[src/mvsPkg.sv]
package mvsPkg;

	// 68000 word address, A23 down to A1
	typedef logic [22:0] m68kAddr_t;

	// One 16-bit bus word
	typedef logic [15:0] m68kData_t;

	// CPU port longword address, A23 down to A2
	typedef logic [21:0] cpuAddr_t;

	// One 68000 bus cycle as seen by the I/O chips
	typedef struct packed {
		logic valid;
		m68kAddr_t addr;
		m68kData_t wrData;
		// High for a read, as on the real RW pin
		logic rw;
		// Byte lanes, active high here
		logic uds;
		logic lds;
	} busCycle_t;

	// Single-cycle write strobes out of the decoder
	typedef struct packed {
		logic pOutput;
		logic crdBank;
		logic slot;
		logic ledLatch;
		logic ledData;
		logic coinLatch;
		logic sysLatch;
	} ioStrobe_t;

	// Read select for the port mux
	typedef enum logic [2:0] {
		regP1Dip,
		regStatusA,
		regP2,
		regStatusB,
		regNone
	} ioRegion_t;

	// System latch, shadow sits at bit 0
	typedef struct packed {
		logic palBank;
		logic nSramLock;
		logic nSystem;
		logic nRegEn;
		logic cardWenB;
		logic nCardWen;
		logic nVec;
		logic shadow;
	} sysLatch_t;

	// Coin counters and lockouts, counter1 at bit 0
	typedef struct packed {
		logic lockout2;
		logic lockout1;
		logic counter2;
		logic counter1;
	} coinCtl_t;

	// Adapter sequencing
	typedef enum logic [1:0] {
		idle,
		hiWord,
		loWord,
		done
	} adapterState_t;

	// Byte address bits 23 to 17 of each I/O area
	localparam logic [6:0] regionIo0 = 7'h18;
	localparam logic [6:0] regionIo1 = 7'h19;
	localparam logic [6:0] regionIo2 = 7'h1A;
	localparam logic [6:0] regionIo4 = 7'h1C;
	localparam logic [6:0] regionIo5 = 7'h1D;

endpackage

[src/neoBitLatch.sv]
`timescale 1ns/1ns

module neoBitLatch #(
	parameter int numBits = 8
) (
	input logic clk68k,
	input logic rstN,
	input logic wrStb,
	input mvsPkg::m68kAddr_t addr,
	output logic [numBits-1:0] q
);

	// Select bits needed for the latch width
	localparam int selBits = $clog2(numBits);

	// Byte bits from A1 up pick the bit, A4 is the value
	always_ff @(posedge clk68k)
	begin
		if (!rstN)
			q <= '0;
		else if (wrStb)
			q[addr[selBits-1:0]] <= addr[3];
	end

endmodule

[src/neoAddrDecode.sv]
`timescale 1ns/1ns

module neoAddrDecode (
	input mvsPkg::busCycle_t bus,
	output mvsPkg::ioStrobe_t strobe,
	output mvsPkg::ioRegion_t region
);

	logic [6:0] regionSel;
	logic [2:0] subSel;
	logic wrLow;
	logic inBitW0;
	logic inBitW1;

	// Byte bits 23 to 17 pick the area
	assign regionSel = bus.addr[22:16];
	// Byte bits 6 to 4 pick the target inside 0x38
	assign subSel = bus.addr[5:3];

	// Only lower lane writes reach the I/O latches
	assign wrLow = bus.valid & ~bus.rw & bus.lds;
	assign inBitW0 = wrLow & (regionSel == mvsPkg::regionIo4);
	assign inBitW1 = wrLow & (regionSel == mvsPkg::regionIo5);

	// Write strobes
	always_comb
	begin
		strobe = '0;
		if (inBitW0)
		begin
			case (subSel)
				3'b000: strobe.pOutput = 1'b1;
				3'b001: strobe.crdBank = 1'b1;
				3'b010: strobe.slot = 1'b1;
				3'b011: strobe.ledLatch = 1'b1;
				3'b100: strobe.ledData = 1'b1;
				// 0x380061 up to 0x38007F is the coin block
				3'b110,
				3'b111: strobe.coinLatch = 1'b1;
				default:
				begin
				end
			endcase
		end
		// 0x3A0001 area feeds the system latch
		strobe.sysLatch = inBitW1;
	end

	// Read region, lane choice is left to the CPU
	always_comb
	begin
		region = mvsPkg::regNone;
		if (bus.rw)
		begin
			case (regionSel)
				mvsPkg::regionIo0: region = mvsPkg::regP1Dip;
				mvsPkg::regionIo1: region = mvsPkg::regStatusA;
				mvsPkg::regionIo2: region = mvsPkg::regP2;
				mvsPkg::regionIo4: region = mvsPkg::regStatusB;
				default: region = mvsPkg::regNone;
			endcase
		end
	end

endmodule

[src/neoIoPorts.sv]
`timescale 1ns/1ns

module neoIoPorts (
	input logic clk68k,
	input logic rstN,
	input mvsPkg::busCycle_t bus,
	input mvsPkg::ioStrobe_t strobe,
	input mvsPkg::ioRegion_t region,
	input logic [9:0] p1In,
	input logic [9:0] p2In,
	input logic [7:0] dipSw,
	input logic [1:0] coinIn,
	input logic service,
	input logic testBtn,
	output mvsPkg::m68kData_t rdData,
	output logic [2:0] p1Out,
	output logic [2:0] p2Out,
	output logic [2:0] cardBank,
	output logic [2:0] slot,
	output logic [7:0] elData,
	output logic [7:0] led1Data,
	output logic [7:0] led2Data
);

	logic [7:0] ledData;
	logic [2:0] ledPrev;
	logic [2:0] ledFell;

	// Latch bits that go from 1 to 0 on this write
	assign ledFell = ledPrev & ~bus.wrData[5:3];

	// Read mux, undriven bytes float high
	always_comb
	begin
		case (region)
			mvsPkg::regP1Dip: rdData = {p1In[7:0], dipSw};
			// Sound byte left out, reads as FF
			mvsPkg::regStatusA: rdData = {8'hFF, 4'hF, testBtn, service, coinIn[1], coinIn[0]};
			mvsPkg::regP2: rdData = {p2In[7:0], 8'hFF};
			// Extra buttons of both players
			mvsPkg::regStatusB: rdData = {p2In[9:8], p1In[9:8], 4'hF, 8'hFF};
			default: rdData = 16'hFFFF;
		endcase
	end

	// Write side, NEO-D0 and NEO-F0 registers
	always_ff @(posedge clk68k)
	begin
		if (!rstN)
		begin
			p1Out <= '0;
			p2Out <= '0;
			cardBank <= '0;
			slot <= '0;
			ledData <= '0;
			// All ones, so the first write of zeros falls on every bit
			ledPrev <= '1;
			elData <= '0;
			led1Data <= '0;
			led2Data <= '0;
		end
		else
		begin
			if (strobe.pOutput)
			begin
				p1Out <= bus.wrData[2:0];
				p2Out <= bus.wrData[5:3];
			end
			if (strobe.crdBank)
				cardBank <= bus.wrData[2:0];
			if (strobe.slot)
				slot <= bus.wrData[2:0];
			if (strobe.ledData)
				ledData <= bus.wrData[7:0];
			if (strobe.ledLatch)
			begin
				// EL panel, then the two LED displays
				if (ledFell[0])
					elData <= ledData;
				if (ledFell[1])
					led1Data <= ledData;
				if (ledFell[2])
					led2Data <= ledData;
				ledPrev <= bus.wrData[5:3];
			end
		end
	end

endmodule

[src/m68kBusAdapter.sv]
`timescale 1ns/1ns

module m68kBusAdapter (
	input logic clk68k,
	input logic rstN,
	input logic cpuStb,
	input logic cpuWe,
	input logic [3:0] cpuSel,
	input mvsPkg::cpuAddr_t cpuAddr,
	input logic [31:0] cpuDataOut,
	input mvsPkg::m68kData_t rdData,
	output logic cpuAck,
	output logic [31:0] cpuDataIn,
	output mvsPkg::busCycle_t bus
);

	mvsPkg::adapterState_t state;
	mvsPkg::m68kAddr_t cycAddr;
	mvsPkg::m68kData_t cycData;
	logic cycRw;
	logic cycUds;
	logic cycLds;
	logic isLong;
	logic upperFirst;

	// All four lanes means a longword, split high word first
	assign isLong = &cpuSel;
	// Any upper-half lane starts at A1 = 0
	assign upperFirst = |cpuSel[3:2];

	// Sequencing and ack
	always_ff @(posedge clk68k)
	begin
		if (!rstN)
		begin
			state <= mvsPkg::idle;
			cpuAck <= 1'b0;
		end
		else
		begin
			// Ack is a single pulse
			cpuAck <= 1'b0;
			case (state)
				mvsPkg::idle:
				begin
					if (cpuStb)
						state <= upperFirst ? mvsPkg::hiWord : mvsPkg::loWord;
				end
				mvsPkg::hiWord:
				begin
					if (isLong)
						state <= mvsPkg::loWord;
					else
					begin
						state <= mvsPkg::done;
						cpuAck <= 1'b1;
					end
				end
				mvsPkg::loWord:
				begin
					state <= mvsPkg::done;
					cpuAck <= 1'b1;
				end
				mvsPkg::done:
				begin
					// Hold off until the master drops its strobe
					if (!cpuStb)
						state <= mvsPkg::idle;
				end
			endcase
		end
	end

	// Bus cycle payload and read gathering
	always_ff @(posedge clk68k)
	begin
		case (state)
			mvsPkg::idle:
			begin
				if (cpuStb)
				begin
					cycRw <= ~cpuWe;
					if (upperFirst)
					begin
						cycAddr <= {cpuAddr, 1'b0};
						cycUds <= cpuSel[3];
						cycLds <= cpuSel[2];
						cycData <= cpuDataOut[31:16];
					end
					else
					begin
						cycAddr <= {cpuAddr, 1'b1};
						cycUds <= cpuSel[1];
						cycLds <= cpuSel[0];
						cycData <= cpuDataOut[15:0];
					end
				end
			end
			mvsPkg::hiWord:
			begin
				cpuDataIn[31:16] <= rdData;
				if (isLong)
				begin
					// Second half of a longword
					cycAddr <= {cpuAddr, 1'b1};
					cycUds <= cpuSel[1];
					cycLds <= cpuSel[0];
					cycData <= cpuDataOut[15:0];
				end
				else
					cpuDataIn[15:0] <= '0;
			end
			mvsPkg::loWord:
			begin
				cpuDataIn[15:0] <= rdData;
				if (!isLong)
					cpuDataIn[31:16] <= '0;
			end
			default:
			begin
			end
		endcase
	end

	// Cycle is live only in the two word states
	always_comb
	begin
		bus.valid = (state == mvsPkg::hiWord) || (state == mvsPkg::loWord);
		bus.addr = cycAddr;
		bus.wrData = cycData;
		bus.rw = cycRw;
		bus.uds = cycUds;
		bus.lds = cycLds;
	end

endmodule

[src/mvsSysIo.sv]
`timescale 1ns/1ns

module mvsSysIo #(
	parameter int sysLatchBits = 8,
	parameter int coinLatchBits = 4
) (
	input logic clk68k,
	input logic rstN,
	input logic cpuStb,
	input logic cpuWe,
	input logic [3:0] cpuSel,
	input mvsPkg::cpuAddr_t cpuAddr,
	input logic [31:0] cpuDataOut,
	input logic [9:0] p1In,
	input logic [9:0] p2In,
	input logic [7:0] dipSw,
	input logic [1:0] coinIn,
	input logic service,
	input logic testBtn,
	output logic cpuAck,
	output logic [31:0] cpuDataIn,
	output logic [2:0] p1Out,
	output logic [2:0] p2Out,
	output logic [2:0] cardBank,
	output logic [2:0] slot,
	output logic [7:0] elData,
	output logic [7:0] led1Data,
	output logic [7:0] led2Data,
	output mvsPkg::sysLatch_t sysLatch,
	output mvsPkg::coinCtl_t coinCtl
);

	mvsPkg::busCycle_t bus;
	mvsPkg::ioStrobe_t strobe;
	mvsPkg::ioRegion_t region;
	mvsPkg::m68kData_t rdData;

	// CPU port to 68000 word cycles
	m68kBusAdapter uAdapter (
		.clk68k(clk68k),
		.rstN(rstN),
		.cpuStb(cpuStb),
		.cpuWe(cpuWe),
		.cpuSel(cpuSel),
		.cpuAddr(cpuAddr),
		.cpuDataOut(cpuDataOut),
		.rdData(rdData),
		.cpuAck(cpuAck),
		.cpuDataIn(cpuDataIn),
		.bus(bus)
	);

	// NEO-C1 style I/O decode
	neoAddrDecode uDecode (
		.bus(bus),
		.strobe(strobe),
		.region(region)
	);

	// Inputs, player outputs, card bank, slot, LEDs
	neoIoPorts uPorts (
		.clk68k(clk68k),
		.rstN(rstN),
		.bus(bus),
		.strobe(strobe),
		.region(region),
		.p1In(p1In),
		.p2In(p2In),
		.dipSw(dipSw),
		.coinIn(coinIn),
		.service(service),
		.testBtn(testBtn),
		.rdData(rdData),
		.p1Out(p1Out),
		.p2Out(p2Out),
		.cardBank(cardBank),
		.slot(slot),
		.elData(elData),
		.led1Data(led1Data),
		.led2Data(led2Data)
	);

	// System latch at 0x3A0001
	neoBitLatch #(
		.numBits(sysLatchBits)
	) uSysLatch (
		.clk68k(clk68k),
		.rstN(rstN),
		.wrStb(strobe.sysLatch),
		.addr(bus.addr),
		.q(sysLatch)
	);

	// Coin counters and lockouts, NEO-I0 style
	neoBitLatch #(
		.numBits(coinLatchBits)
	) uCoinLatch (
		.clk68k(clk68k),
		.rstN(rstN),
		.wrStb(strobe.coinLatch),
		.addr(bus.addr),
		.q(coinCtl)
	);

endmodule

[config.mk]
export PLATFORM = sky130hd
export DESIGN_NAME = mvsSysIo
export DESIGN_NICKNAME = d
export VERILOG_FILES = /design/src/mvsPkg.sv /design/src/neoBitLatch.sv /design/src/neoAddrDecode.sv /design/src/neoIoPorts.sv /design/src/m68kBusAdapter.sv /design/src/mvsSysIo.sv
export SDC_FILE = /design/constraint.sdc
export NUM_CORES = 1
export LEC_CHECK = 0
export BUFFER_PORTS_ARGS = -buffer_cell sky130_fd_sc_hd__buf_2
export CORE_MARGIN = 4
export CORE_UTILIZATION = 47
export CTS_BUF_LIST = sky130_fd_sc_hd__clkbuf_8 sky130_fd_sc_hd__clkbuf_16
export DETAILED_ROUTE_END_ITERATION = 10
export PLACE_DENSITY = 0.77
export SLEW_MARGIN = 20
export SYNTH_ARGS = -nofsm -noshare
export SYNTH_HDL_FRONTEND = slang
export SYNTH_HIERARCHICAL = 1
export SYNTH_SLANG_ARGS = --single-unit
[constraint.sdc]
create_clock -name clk68k -period 2.2 [get_ports clk68k]
set_input_delay 0.11 -clock clk68k [delete_from_list [all_inputs] [get_ports clk68k]]
set_output_delay 0.11 -clock clk68k [all_outputs]
set_load 0.02 [all_outputs]
Word level (Yosys, flattened, before mapping). Index checks and enable logic that the tools add are counted.

Magnitude comparators: 4. Equal/unequal tests: 22. Bitwise gates (word level): 8. Mux-type cells: 37. Reduce and logical (&&, ||, !) cells: 19.

Operator list (count): 16-bit case mux with 4 select lines (1); 32-bit case mux with 2 select lines (1); 23-bit 2-to-1 mux (2); 23-bit case mux with 2 select lines (1); 7-bit by 5-bit == test with 1-bit output (second input constant) (5); 8-bit 2-to-1 mux (3); 16-bit 2-to-1 mux (1); 8-bit case mux with 2 select lines (1); 1-bit 2-to-1 mux (14); 2-bit AND reduction (7); 3-bit by 2-bit == test with 1-bit output (second input constant) (4); 3-bit case mux with 4 select lines (1); 3-bit == test (second input constant) (3); 8-bit bitwise mux (1); 2-bit != test (second input constant) (4); 2-bit case mux with 4 select lines (1); 3-bit by 1-bit == test with 1-bit output (second input constant) (2); 3-bit zero test (2); 2-bit 2-to-1 mux (3); 6-bit 2-to-1 mux (1); 1-bit bitwise AND (4); 4-bit bitwise mux (1); 2-bit == test (second input constant) (2); 3-bit by 4-bit < comparator with 1-bit output (second input constant) (1); 19 further kinds (24).

Logic and storage cells: 109. Output and inout port bits: 81. Register bits: 127. Input bits: 94.

Logic depth before layout (Yosys ltp).
Word-level depth: 7. Gate-level depth with buffers: 8. Gate-level depth less buffers: 6.

Modules after synthesis. Netlist, hierarchy kept.

Modules (own cells, without submodules): m68kBusAdapter (cells each 168, times used 1, seq. area each 2282.2 um^2, area each 3000.4 um^2); neoIoPorts (cells each 203, times used 1, seq. area each 940.9 um^2, area each 2037.0 um^2); neoBitLatch at uSysLatch (cells each 34, times used 1, seq. area each 160.2 um^2, area each 367.9 um^2); neoAddrDecode (cells each 26, times used 1, seq. area each 0.0 um^2, area each 244.0 um^2); neoBitLatch at uCoinLatch (cells each 17, times used 1, seq. area each 80.1 um^2, area each 171.4 um^2).

Worst setup path after synthesis. No wires, ideal clock.

Path kind: register to register. From: register uAdapter.state[0]. To: register uAdapter.cpuDataIn[0] (enable). Cell stages (with the launch flop): 5. Arrival time: 1.940 ns. Period minus slack after synthesis: 2.351 ns. Slack: -0.151 ns. Setup time: 0.411 ns. Cell sequence: dfxtp_1 inv_1 ha_1 inv_1 o21ai_0.

Word-level cells in the longest chain between the ends: 3. Elaborated cells on any way between the ends: 5.

Ends and longest elaborated chain: from (decl) (RTL line m68kBusAdapter.sv:17) `mvsPkg::adapterState_t state;`; from (signal assigned) (RTL line m68kBusAdapter.sv:36) `state <= mvsPkg::idle;`; from (signal assigned) (RTL line m68kBusAdapter.sv:47) `state <= upperFirst ? mvsPkg::hiWord : mvsPkg::loWord;`; from (signal assigned) (RTL line m68kBusAdapter.sv:52) `state <= mvsPkg::loWord;`; 2-bit by 1-bit == test with 1-bit output or 2-bit == test (tied branches) (RTL line m68kBusAdapter.sv:77) `case (state)`; 2-bit != test (no source line) or 2-bit nonzero test (tied branches); 2-bit AND reduction (no source line) (*); to (signal assigned) (RTL line m68kBusAdapter.sv:115) `cpuDataIn[15:0] <= rdData;`; to (decl) (RTL line m68kBusAdapter.sv:13) `output logic [31:0] cpuDataIn,`.

Mark *: on every way between the ends. The rest lies on a longest branch, timed or not. A chain may end at the register's enable or synchronous reset.

Final worst setup path.
From: register uAdapter.cycAddr[17]. To: register uAdapter.cpuDataIn[23], data pin.

Word-level cells in the longest chain between the ends: 6. Elaborated cells on any way between the ends: 12.

Ends and longest elaborated chain: from (decl) (RTL line m68kBusAdapter.sv:18) `mvsPkg::m68kAddr_t cycAddr;`; from (signal assigned) (RTL line m68kBusAdapter.sv:85) `cycAddr <= {cpuAddr, 1'b0};`; from (signal assigned) (RTL line m68kBusAdapter.sv:92) `cycAddr <= {cpuAddr, 1'b1};`; from (signal assigned) (RTL line m68kBusAdapter.sv:105) `cycAddr <= {cpuAddr, 1'b1};`; 7-bit by 5-bit == test with 1-bit output (RTL line neoAddrDecode.sv:55) `case (regionSel)`; 3-bit case mux with 4 select lines (*) (RTL line neoAddrDecode.sv:55); 3-bit 2-to-1 mux (*) (RTL line neoAddrDecode.sv:53) `if (bus.rw)`; named net region[2] (RTL line mvsSysIo.sv:35) `mvsPkg::ioRegion_t region;`; 3-bit by 2-bit == test with 1-bit output (tied with other cells) (RTL line neoIoPorts.sv:35) `case (region)`; 16-bit case mux with 4 select lines (*) (RTL line neoIoPorts.sv:35); named net rdData[7] (RTL line mvsSysIo.sv:36) `mvsPkg::m68kData_t rdData;`; 32-bit case mux with 2 select lines (*) (RTL line m68kBusAdapter.sv:77); to (signal assigned) (RTL line m68kBusAdapter.sv:101) `cpuDataIn[31:16] <= rdData;`.

Mark *: on every way through the listed nets, which the timed path passes. The rest lies on a longest branch.

==> impl_summary.md <==
Worst setup path
At the worst endpoint, the required time is approximately 2.4 ns. The reg-to-reg setup timing slack is approximately 0.08 ns. The worst register-to-register path begins at uAdapter/cycAddr[17]. The arrival time at the worst endpoint is about 2.4 ns. The critical path is of the reg -> reg type.

The startpoint type of the worst setup path is a flop. The number of cells on the worst reg-to-reg path is 4. The maximum fanout count along the critical path is 6. The kind of end point of the critical path is a flop. The worst register-to-register path ends at uAdapter/cpuDataIn[23].

Placement
Routability-driven placement finished with a final weighted congestion of approximately 0.85. Once detailed placement completed, the half-perimeter wirelength came to roughly 8200 µm. Input and output buffers added on the ports amount to roughly 150.

Clock network
TritonCTS built the clock tree. The number of clock sinks seen by CTS is about 120. The clock passes through at most 2 buffers. The H-tree was split into 4 levels. After clock tree synthesis, the clock-pin slew on the worst setup and hold paths is around 0.060 ns. At the later pin of the worst-skew pair, clock insertion delay measures 0.50 ns. The clock root buffer is sky130_fd_sc_hd__clkbuf_8.

The number of clock buffers added by TritonCTS is 17.

Route
The via count normalized by instance count is approximately 5. The total routed wirelength is 12600 µm. The post-route antenna net violation count is 0. The number of remaining DRC errors is 0. For this block, the initial DRC count from the detailed router was 174.

The routed wirelength normalized by instance count is 16.3 µm. The number of detailed-route iterations in the first pass is 4. The number of vias after detailed routing is about 3.9k.

STA
The number of max-slew violations in the final report is 0. The routed design could run at a clock period as short as 2.12 ns. The hold violation count in the final report is 0. At the pin with the least slew margin, the transition time is between 0.4 and 0.5 ns. The worst clock skew is about 0.008 ns.

The normalized max-slew margin is just over 70%. Setup repair after global routing left no endpoint under its margin. The worst hold margin is 0.0361 ns. Setup violations remaining at the end of the flow were counted as 0.

In the final timing run, aggregate negative setup slack is 0 ns. The fmax is around 470 MHz. Dividing the final minimum period by the clock period gives 96.4%.

Floorplanning
The die is 112 µm wide. From bottom edge to top edge, the die measures about 110 µm. The number of top-level design ports is roughly 180. The floorplan step defined a die boundary enclosing ~13000 µm². For this configuration, the core starts out at a cell density of 49.0%. The area of the core is between 10000 and 15000 µm². The count of standard-cell rows is 37.

GRT
The pin count of the biggest net entering global routing is just over 60. The initial antenna violation count is 0. The sum of overflow across all layers after global routing is 0. For this run, the total global-route usage over all layers was measured as between 10% and 20%. The via count of the first global-routing pass is around 4k. The first-pass GRT wire length is 20100 µm.

Synth
The synthesized area divided by synthesized cell count is 12.3 µm². The number of nets produced by synthesis is roughly 520. The synthesis warning total is 6. The post-synthesis cell area is slightly above 5000 µm². The synthesized instance count is ~420.

Hold path
The worst hold path was traced through 4 stages. The startpoint of the tightest hold check path is dipSw[0]. The class of the tightest hold or removal check is in -> reg. The capture endpoint of the worst hold path is uAdapter/cpuDataIn[0].

Power
In this run the static leakage power is approximately 0.0030 µW. The power per cell area is around 1100 nW/µm². The maximum ir drop on the vdd rail is ~0.55 mV.

Final layout
Cells with a size suffix above 1 make up around two fifths of the layout. The relative area change from synthesis to final layout is 40.5%. The number of antenna diodes in the final layout is 0. For this run, the post-layout net count is around 720.

Status
The run finished with clean final reports.

Run
The number of violations of the max-capacitance limit is 0.
-- metrics by stage --
stage          worst slack [ns]  instance area (µm²)  power, µW  util (%)  cells
6_report                 0.0781                 7200       8180      68.8    774
5_1_grt                 0.00292                 7200       8550      68.8    774
4_1_cts                  0.0208                 7040       8070      67.3    769
3_5_place_dp            -0.0186                 6070       5320      58.0    698
3_3_place_gp             0.0477                 6070       5250      58.0    698
2_1_floorplan         0.0000626                 5120       4640         -    418
-- worst max-delay path by stage --
| stage | startpoint | to | cells after the start |
|---|---|---|---|
| after floorplan | uAdapter/cycAddr[17] | uAdapter/cpuDataIn[23] | 6 |
| after global placement | uAdapter/cycAddr[18] | uAdapter/cpuDataIn[15] | 6 |
| after detailed placement | uAdapter/cycAddr[18] | uAdapter/cpuDataIn[15] | 6 |
| after CTS | uAdapter/state[1] | uAdapter/cycData[3] | 5 |
| after global routing | uAdapter/cycAddr[22] | uAdapter/cpuDataIn[11] | 7 |
| final | uAdapter/cycAddr[17] | uAdapter/cpuDataIn[23] | 4 |
-- power breakdown --
group          switching [µW]  internal, µW
clock network            1040          1590
logic                    1320           910
registers                 295          3020
-- critical path: stages (launching register included) --
cell                       delay [ns]
sky130_fd_sc_hd__edfxtp_1        0.41
sky130_fd_sc_hd__maj3_2          0.32
sky130_fd_sc_hd__or3b_4          0.43
sky130_fd_sc_hd__or4_1           0.54
sky130_fd_sc_hd__nor2b_1         0.15
-- layer usage --
layer | vias up | part of all wire (%) | GRT usage [%]
met5 | - | 0 | 0
met4 | 0 | 1.1 | 7.21
met3 | 11 | 6.3 | 5.12
met2 | 125 | 52 | 34.7
met1 | 1826 | 41 | 23.4
li1 | 1895 | - | -
-- registers in the layout, summed over array words and instances, names as in the netlist, 2 cells and up --
signal / count
uAdapter/cpuDataIn: 32
uAdapter/cycAddr: 13
uAdapter/cycData: 8
uPorts/elData: 8
uPorts/led1Data: 8
uPorts/led2Data: 8
uPorts/ledData: 8
uSysLatch/q: 8
uCoinLatch/q: 4
uPorts/cardBank: 3
uPorts/ledPrev: 3
uPorts/p1Out: 3
uPorts/p2Out: 3
uPorts/slot: 3
uAdapter/state: 2
-- what timing repair did --
| action | 4_1_cts | 5_1_grt |
|---|---|---|
| endpoints found under the hold margin | 38 | 0 |
| hold buffers | 39 | 0 |
| setup endpoints to repair | 8 | 42 |
| buffers inserted | 0 | 4 |
| cloned | 0 | 1 |
| resized for setup | 2 | 18 |
-- final cells by class --
| cell class | instances | area [µm²] |
|---|---|---|
| fillers | 781 | 3270 |
| flip-flops and latches | 117 | 2900 |
| multi-input cells | 269 | 2160 |
| repair buffers | 214 | 1380 |
| clock buffers | 18 | 439 |
| well taps | 136 | 170 |
| clock inverters | 14 | 136 |
| inverters | 6 | 22.5 |
-- cell usage in the layout (no fill, tap or decap), types with 3 or more instances in the layout --
| cell | n |
|---|---|
| sky130_fd_sc_hd__a21oi_1 | 5 |
| sky130_fd_sc_hd__and2_1 | 17 |
| sky130_fd_sc_hd__buf_12 | 3 |
| sky130_fd_sc_hd__buf_2 | 148 |
| sky130_fd_sc_hd__buf_4 | 23 |
| sky130_fd_sc_hd__clkbuf_16 | 17 |
| sky130_fd_sc_hd__clkinv_4 | 3 |
| sky130_fd_sc_hd__dfxtp_1 | 60 |
| sky130_fd_sc_hd__dlygate4sd3_1 | 39 |
| sky130_fd_sc_hd__edfxtp_1 | 55 |
| sky130_fd_sc_hd__ha_1 | 3 |
| sky130_fd_sc_hd__inv_1 | 6 |
| sky130_fd_sc_hd__inv_6 | 6 |
| sky130_fd_sc_hd__mux2_2 | 5 |
| sky130_fd_sc_hd__mux2_4 | 3 |
| sky130_fd_sc_hd__mux2i_1 | 71 |
| sky130_fd_sc_hd__nand2_1 | 61 |
| sky130_fd_sc_hd__nand3b_1 | 5 |
| sky130_fd_sc_hd__nand4b_1 | 3 |
| sky130_fd_sc_hd__nor2_1 | 5 |
| sky130_fd_sc_hd__nor2b_1 | 37 |
| sky130_fd_sc_hd__nor4_2 | 8 |
| sky130_fd_sc_hd__or4_1 | 3 |
| sky130_fd_sc_hd__or4b_1 | 3 |
(Power assumes the default switching activity.)
